**config.mk**
```make
export PLATFORM = sky130hd
export DESIGN_NAME = cmult_flat
export DESIGN_NICKNAME = d
export VERILOG_FILES = /design/src/verilog/bf_pkg.sv /design/src/verilog/bf_chan_if.sv /design/src/verilog/bf_prod_if.sv /design/src/verilog/cmult.sv /design/src/flat_wrapper.sv
export VERILOG_INCLUDE_DIRS = /design/src /design/src/verilog
export SDC_FILE = /design/constraint.sdc
export NUM_CORES = 2
export LEC_CHECK = 0
export BUFFER_PORTS_ARGS = -buffer_cell sky130_fd_sc_hd__buf_4
export CORE_ASPECT_RATIO = 1.25
export CORE_MARGIN = 5
export CORE_UTILIZATION = 60
export DETAILED_ROUTE_END_ITERATION = 16
export GPL_TIMING_DRIVEN = 0
export PLACE_DENSITY = 0.77
export SETUP_SLACK_MARGIN = 0.02
export SLEW_MARGIN = 20
export SYNTH_ARGS = -nofsm -noshare
export SYNTH_HDL_FRONTEND = slang
export SYNTH_SLANG_ARGS = --single-unit
export TNS_END_PERCENT = 100
```
**constraint.sdc**
```tcl
create_clock -name clk -period 10.7 [get_ports clk]
set_clock_uncertainty 0.15 [all_clocks]
set_input_delay 1.07 -clock clk [delete_from_list [all_inputs] [get_ports clk]]
set_output_delay 1.07 -clock clk [all_outputs]
set_load 0.1 [all_outputs]
```
**src/verilog/bf_config.svh**
```systemverilog
// Beamformer configuration: channel count, widths, rounding shift and pipeline latencies
`ifndef BF_CONFIG_SVH
`define BF_CONFIG_SVH

// Number of antenna channels summed into one beam
`define NUM_CH 4

// Component widths of samples, weights and rounded products
`define SAMPLE_W 16
`define WEIGHT_W 16
`define PROD_W 16

// Fractional bits dropped after the complex multiply (Q1.15 weights)
`define FRAC_BITS 15

// Beam component width, two guard bits for a four-way sum
`define BEAM_W (`PROD_W + 2)

// Latencies in clock cycles
`define CMULT_LAT 7
`define TOP_LAT 9

`endif

```
**src/verilog/bf_pkg.sv**
```systemverilog
// Beamformer package: vector types shared by the datapath and the testbench
`include "bf_config.svh"

package bf_pkg;

  // ******************************
  // Datapath component types
  // ******************************

  // One real or imaginary part of an input sample
  typedef logic signed [`SAMPLE_W-1:0] sample_t;

  // One real or imaginary part of a complex weight
  typedef logic signed [`WEIGHT_W-1:0] weight_t;

  // Rounded product component from a channel multiplier
  typedef logic signed [`PROD_W-1:0] prod_t;

  // Beam output component, full width sum of all products
  typedef logic signed [`BEAM_W-1:0] beam_t;

  // Channel index, one bit wider so an out of range index is visible
  typedef logic [$clog2(`NUM_CH + 1)-1:0] ch_idx_t;

endpackage

```
**src/verilog/bf_chan_if.sv**
```systemverilog
// Per-channel feed link: registered sample, active weight and valid strobe
`timescale 1ns/1ps

interface bf_chan_if;

  // Complex input sample for this channel
  bf_pkg::sample_t s_re;
  bf_pkg::sample_t s_im;

  // Active complex weight paired with the sample
  bf_pkg::weight_t w_re;
  bf_pkg::weight_t w_im;

  // One-cycle strobe per sample
  logic valid;

  // Weight bank side
  modport feed (
    output s_re, s_im, w_re, w_im, valid
  );

  // Multiplier side
  modport mult (
    input s_re, s_im, w_re, w_im, valid
  );

endinterface

```
**src/verilog/bf_prod_if.sv**
```systemverilog
// Per-channel product link: rounded complex product, overflow flag and valid strobe
`timescale 1ns/1ps

interface bf_prod_if;

  // Rounded complex product
  bf_pkg::prod_t p_re;
  bf_pkg::prod_t p_im;

  // Set when either component did not fit the product width
  logic ovf;

  // Strobe delayed alongside the data
  logic valid;

  // Multiplier side
  modport mult (
    output p_re, p_im, ovf, valid
  );

  // Combiner side
  modport comb (
    input p_re, p_im, ovf, valid
  );

endinterface

```
**src/verilog/cmult.sv**
```systemverilog
// Complex multiplier: three real multipliers, rounding to PROD_W and overflow flag
`timescale 1ns/1ps
`include "bf_config.svh"

module cmult (
  input  logic     clk,
  input  logic     rst_n,
  bf_chan_if.mult  a,
  bf_prod_if.mult  p
);

  // Full precision width of a product term
  localparam int FULL_W = `SAMPLE_W + `WEIGHT_W + 1;
  // Lowest bit that must match the sign for the result to fit
  localparam int SIGN_LO = `PROD_W + `FRAC_BITS - 1;
  // Half an output LSB
  localparam logic signed [FULL_W-1:0] RND = 1 << (`FRAC_BITS - 1);

  // Operand delay taps
  bf_pkg::sample_t ar_d, ar_dd, ar_ddd, ar_dddd;
  bf_pkg::sample_t ai_d, ai_dd, ai_ddd, ai_dddd;
  bf_pkg::weight_t br_d, br_dd, br_ddd;
  bf_pkg::weight_t bi_d, bi_dd, bi_ddd;

  // Pre-adders, products and sums
  logic signed [`SAMPLE_W:0] add_common;
  logic signed [`WEIGHT_W:0] add_re, add_im;
  logic signed [FULL_W-1:0]  mult_common, mult_re, mult_im;
  logic signed [FULL_W-1:0]  common, common_re, common_im;
  logic signed [FULL_W-1:0]  sum_re, sum_im;

  // Output registers
  bf_pkg::prod_t            p_re_q, p_im_q;
  logic                     ovf_q;
  logic [`CMULT_LAT-1:0]    vld_sr;

  // Delay taps, the first stage is the input register
  always_ff @(posedge clk) begin
    ar_d    <= a.s_re;
    ar_dd   <= ar_d;
    ar_ddd  <= ar_dd;
    ar_dddd <= ar_ddd;
    ai_d    <= a.s_im;
    ai_dd   <= ai_d;
    ai_ddd  <= ai_dd;
    ai_dddd <= ai_ddd;
    br_d    <= a.w_re;
    br_dd   <= br_d;
    br_ddd  <= br_dd;
    bi_d    <= a.w_im;
    bi_dd   <= bi_d;
    bi_ddd  <= bi_dd;
  end

  // ******************************
  // Common term (ar - ai) * bi
  // ******************************
  // Rounding constant folded in here so both paths get it once
  always_ff @(posedge clk) begin
    add_common  <= ar_d - ai_d;
    mult_common <= add_common * bi_dd;
    common      <= mult_common + RND;
    // One copy per path
    common_re   <= common;
    common_im   <= common;
  end

  // Real part: ar * (br - bi) + common = ar*br - ai*bi
  always_ff @(posedge clk) begin
    add_re  <= br_ddd - bi_ddd;
    mult_re <= add_re * ar_dddd;
    sum_re  <= mult_re + common_re;
  end

  // Imaginary part: ai * (br + bi) + common = ai*br + ar*bi
  always_ff @(posedge clk) begin
    add_im  <= br_ddd + bi_ddd;
    mult_im <= add_im * ai_dddd;
    sum_im  <= mult_im + common_im;
  end

  // ******************************
  // Slice and overflow check
  // ******************************
  always_ff @(posedge clk) begin
    p_re_q <= sum_re[`PROD_W+`FRAC_BITS-1:`FRAC_BITS];
    p_im_q <= sum_im[`PROD_W+`FRAC_BITS-1:`FRAC_BITS];
    // Bits above the slice must all copy the sign
    ovf_q  <= !(&sum_re[FULL_W-1:SIGN_LO] || !(|sum_re[FULL_W-1:SIGN_LO])) ||
              !(&sum_im[FULL_W-1:SIGN_LO] || !(|sum_im[FULL_W-1:SIGN_LO]));
  end

  // Valid travels the same CMULT_LAT stages as the data
  always_ff @(posedge clk) begin
    if (!rst_n) begin
      vld_sr <= '0;
    end else begin
      vld_sr <= {vld_sr[`CMULT_LAT-2:0], a.valid};
    end
  end

  assign p.p_re  = p_re_q;
  assign p.p_im  = p_im_q;
  assign p.ovf   = ovf_q;
  assign p.valid = vld_sr[`CMULT_LAT-1];

  // The valid chain must be clean once reset has been released
  a_valid_known: assert property (@(posedge clk) disable iff (!rst_n)
    !$isunknown(p.valid));

endmodule

```
**src/flat_wrapper.sv**
```systemverilog
// flat-port wrapper written by rule: the top's interface ports become plain ports
module cmult_flat 
  (clk, rst_n, a_s_re, a_s_im, a_w_re, a_w_im, a_valid, p_p_re, p_p_im, p_ovf, p_valid);
  bf_chan_if a_i ();
  bf_prod_if p_i ();
  input  logic clk;
  input  logic rst_n;
  input wire logic [$bits(a_i.s_re)-1:0] a_s_re;
  input wire logic [$bits(a_i.s_im)-1:0] a_s_im;
  input wire logic [$bits(a_i.w_re)-1:0] a_w_re;
  input wire logic [$bits(a_i.w_im)-1:0] a_w_im;
  input wire logic [$bits(a_i.valid)-1:0] a_valid;
  output wire logic [$bits(p_i.p_re)-1:0] p_p_re;
  output wire logic [$bits(p_i.p_im)-1:0] p_p_im;
  output wire logic [$bits(p_i.ovf)-1:0] p_ovf;
  output wire logic [$bits(p_i.valid)-1:0] p_valid;
  assign a_i.s_re = a_s_re;
  assign a_i.s_im = a_s_im;
  assign a_i.w_re = a_w_re;
  assign a_i.w_im = a_w_im;
  assign a_i.valid = a_valid;
  assign p_p_re = p_i.p_re;
  assign p_p_im = p_i.p_im;
  assign p_ovf = p_i.ovf;
  assign p_valid = p_i.valid;
  cmult u_core (.clk(clk), .rst_n(rst_n), .a(a_i), .p(p_i));
endmodule
```
Word level (Yosys, flattened, before mapping)
Index checks and enable logic that the tools add are counted.
{ "op_classes": {"addsub": 6, "n_reduce_logical": 11, "mul": 3} }
{ "op_table": {"columns": ["op", "count"], "rows": [
  ["$mul A17 B16 Y33", 3],
  ["$add A33 B33 Y33", 2],
  ["$sub A16 B16 Y17", 2],
  ["$add A33 B16 Y33 const B", 1],
  ["$add A16 B16 Y17", 1],
  ["$reduce_and A3 Y1", 2],
  ["$reduce_or A3 Y1", 2],
  ["$logic_not A1 Y1", 4],
  ["$logic_or A1 B1 Y1", 3]
]} }
{ "word_totals": {"regBits": 546, "in_bits": 67, "elab_cells": 48, "out_inout_bits": 34} }

Longest topological paths before layout
{ "logic_depth": {"ltp_word": 5, "depth_mapped": 26, "mapped_depth_nobuf": 24} }

Least setup slack after synthesis
OpenSTA, ideal clock, no wires.
{ "synth_timing": {"kind": "register to register", "start": "reg u_core.ai_dddd[7]", "end": "reg u_core.mult_im[32]", "required_time_ps": 10429, "path_slack_ps": 4245, "setup_time_ps": 121, "arrival_ps": 6184, "path_buffers": 2, "period_less_slack_ps": 6455, "stages_incl_launch_ff": 26, "cell_sequence": "dfxtp_1 -> clkbuf_1 -> clkbuf_1 -> nand2_1 -> fa_1 -> inv_1 -> fa_1 -> inv_1 -> fa_1 -> inv_1 -> fa_1 -> fa_1 -> inv_1 -> fa_1 -> inv_1 -> ha_1 -> a2111oi_0 -> o21ai_1 -> o21ai_0 -> o21ai_1 -> a211oi_2 -> o221a_2 -> a21boi_1 -> o21a_1 -> o41a_1 -> xnor2_1"} }
{ "synth_between": {"elab_chain_cells": 1} }
{ "synth_rtl": {"columns": ["item", "line", "rtl"], "rows": [
  ["from (decl)", "cmult.sv:21", "bf_pkg::sample_t ai_d, ai_dd, ai_ddd, ai_dddd;"],
  ["from (signal assigned)", "cmult.sv:46", "ai_dddd <= ai_ddd;"],
  ["$mul A17 B16 Y33", "cmult.sv:78", "mult_im <= add_im * ai_dddd;"],
  ["to (signal assigned)", "cmult.sv:78", null],
  ["to (decl)", "cmult.sv:28", "logic signed [FULL_W-1:0] mult_common, mult_re, mult_im;"]
]} }
Every way passes these cells.
A chain may end at the register's enable or synchronous reset.

Worst setup path after layout
Ends and elaborated chain as after synthesis.

==> flow_summary.json <==
{
  "drt_iter0_drc": 1908,
  "synth_top_family_by_area": "adder cells",
  "setup_tns_ps": 0,
  "run_status": "complete, no violations",
  "required_ps": 11000,
  "syn_area_per_cell_um2": 10.09,
  "io_pins": 101,
  "final_area_um2": 49230,
  "ctsResizeCount": 0,
  "globalRoute.totalOverflow": 0,
  "syn_inst": 4507,
  "rsz0062_at_grt": "false",
  "core_um2": 74970,
  "ys.flop_type": "dfxtp_1",
  "synth-edff-count": 0,
  "synth-simple-area-share_pct": 12.52,
  "cts_buffer_depth": 3,
  "rows": 112,
  "area_growth_pct": 8.296,
  "clk_pin_slew_ps": 70,
  "fp.dieW_um": 256.2,
  "firstDrtPassIters": 5,
  "holdWs_ps": 142.0,
  "period_minus_slack_ps": 8213,
  "gp_congestion": 0.9598,
  "report.final.slew_viol_count": 0,
  "ys_seq_area_share_pct": 22.68,
  "layout_common_cells": "968 x inv_1, 831 x fa_1, 515 x dfxtp_1",
  "final_cells": 5672,
  "fin_nets": 5921,
  "antenna_found_initial": 8,
  "drtAntennaViolNets": 0,
  "clock-sinks": 515,
  "ctsHoldBuffers": 0,
  "clock_latency_ps": 640,
  "holdCritPathClass": "flop to flop",
  "slowest_stage": "xnor2_1",
  "cp_common_cell": "fa_1",
  "port_buffers": 100,
  "synthAdderAreaFrac_pct": 46.59,
  "die_height_um": 317.7,
  "synth_area_um2": 45460,
  "avgViaCountPerCell": 5.417,
  "grt_use_total_pct": 28.08,
  "vias": 30730,
  "synth_compound_area_share_pct": 5.604,
  "final_common_cell": "inv_1",
  "start_kind": "flop",
  "drt_wl_total_mm": 110.4,
  "yosys_warnings": 0,
  "timing.final.crit_share_pct": 76.76,
  "critPathMaxFanout": 10,
  "synth_xor_xnor_area_share_pct": 3.622,
  "dp.cells": 5576,
  "post_cts_buffers": 0,
  "drv_cap": 0,
  "endpoint_kind": "flop",
  "initial_core_util_pct": 60.63,
  "wl_per_cell_um": 19.46,
  "crit_type": "flop to flop",
  "fmax_mhz": 121.8,
  "worst_pin_slew_ps": 1035,
  "synth_mux_area_share_pct": 0,
  "crit_family": "adder cells",
  "setup_viol": 0,
  "grt_max_degree": 17,
  "first_global_vias": 33900,
  "placed_area_um2": 47430,
  "htreeDepth": 2,
  "fp.dieArea_um2": 81400,
  "cts_tree": "done",
  "synth_cell_type_count": 71,
  "drive_gt1_share_pct": 4.383,
  "worstPathBufferInverterCount": 7,
  "cts_inserted_buffers": 51,
  "grt_pass1_wl_mm": 179.4,
  "cts-root-buf": "clkbuf_16",
  "relSlewSlack_pct": 31.00,
  "async_flop_share_pct": 0,
  "synth_seq_cells": 515,
  "slowest_delay_ps": 670,
  "finalHoldViolCount": 0,
  "drc_errors": 0,
  "hpwl_mm": 91.23,
  "syn_nets": 5768,
  "critPathArrivalTime_ps": 8510
}
[sequential cells by signal (all words and copies together) (netlist names), 17 cells and up]
signal / cells
u_core.add_common: 17
u_core.mult_re: 33
u_core.mult_common: 33
u_core.sum_re: 18
u_core.sum_im: 18
u_core.common: 33
u_core.mult_im: 33
u_core.add_re: 17
u_core.common_re: 33
[logic make-up after synthesis]
group,Yosys count
fa+ha+maj,1194
simple gates,1144
buf+inv,1088
flops,515
compound gates,378
xor+xnor,188
[per-stage QoR]
step | setup WS (ps) | util, %
global route | 2113 | 65.66
finish | 2487 | 65.66
global placement | 2655 | 63.25
detailed placement | 2569 | 63.26
CTS | 2576 | 65.65
floorplan | 4245 | -
[cells in the mapped netlist (10+ instances only)]
| cell type | n | area share (%) |
|---|---|---|
| xor2_1 | 39 | 0.75 |
| nand2_1 | 436 | 3.6 |
| o21a_1 | 20 | 0.33 |
| nand2b_1 | 32 | 0.44 |
| fa_1 | 831 | 37 |
| and2_1 | 401 | 5.5 |
| clkbuf_1 | 116 | 0.96 |
| a211oi_1 | 10 | 0.17 |
| xnor2_1 | 149 | 2.9 |
| dfxtp_1 | 515 | 23 |
| and3_1 | 23 | 0.32 |
| nand3_1 | 28 | 0.31 |
| nor3_1 | 29 | 0.32 |
| nor2_1 | 140 | 1.2 |
| nor2b_1 | 19 | 0.26 |
| inv_1 | 968 | 8.0 |
| a21o_1 | 63 | 1.0 |
| a21oi_1 | 108 | 1.2 |
| o21ai_0 | 40 | 0.44 |
| o21bai_1 | 28 | 0.46 |
| ha_1 | 363 | 10 |
| o21ai_1 | 16 | 0.18 |
[final timing paths]
check,end,cells past startpoint,slack [ps],startpoint
setup / recovery,u_core.mult_im[32]$_DFF_P_,25,2490,u_core.ai_dddd[7]$_DFF_P_
hold reg to reg,u_core.common[3]$_DFF_P_,0,140,u_core.mult_common[3]$_DFF_P_
hold / removal,u_core.common[3]$_DFF_P_,0,140,u_core.mult_common[3]$_DFF_P_
setup reg to reg,u_core.mult_im[32]$_DFF_P_,25,2490,u_core.ai_dddd[7]$_DFF_P_
[per-layer routing]
metal  wire length, µm  up-vias  global-route usage, %
li1                  -    13860                      -
met1             41190    15410                  34.34
met2             52830     1096                  46.78
met3              7786      358                  4.790
met4              8565        2                  17.11
met5                13        -                      0
[final cells by class]
class | count | area, µm²
Clock buffer | 67 | 1436
Antenna cell | 3 | 7.507
Fill cell | 5854 | 25740
Inverter | 969 | 3637
Clock inverter | 26 | 357.8
Timing Repair Buffer | 100 | 750.7
Multi-Input combinational cell | 2904 | 31070
Sequential cell | 515 | 10310
Tap cell | 969 | 1212
Buffer | 119 | 446.7
[worst register-to-register path: cells and delay by family, from the launching register on]
family	cells	cell delay (ps)
simple gates	1	150
flops	1	310
xor+xnor	1	670
compound gates	9	2280
buf+inv	7	1140
fa+ha+maj	7	3370
Power is not shown: default switching activity piles up to over one toggle a cycle in this logic, so the estimate is an artifact.
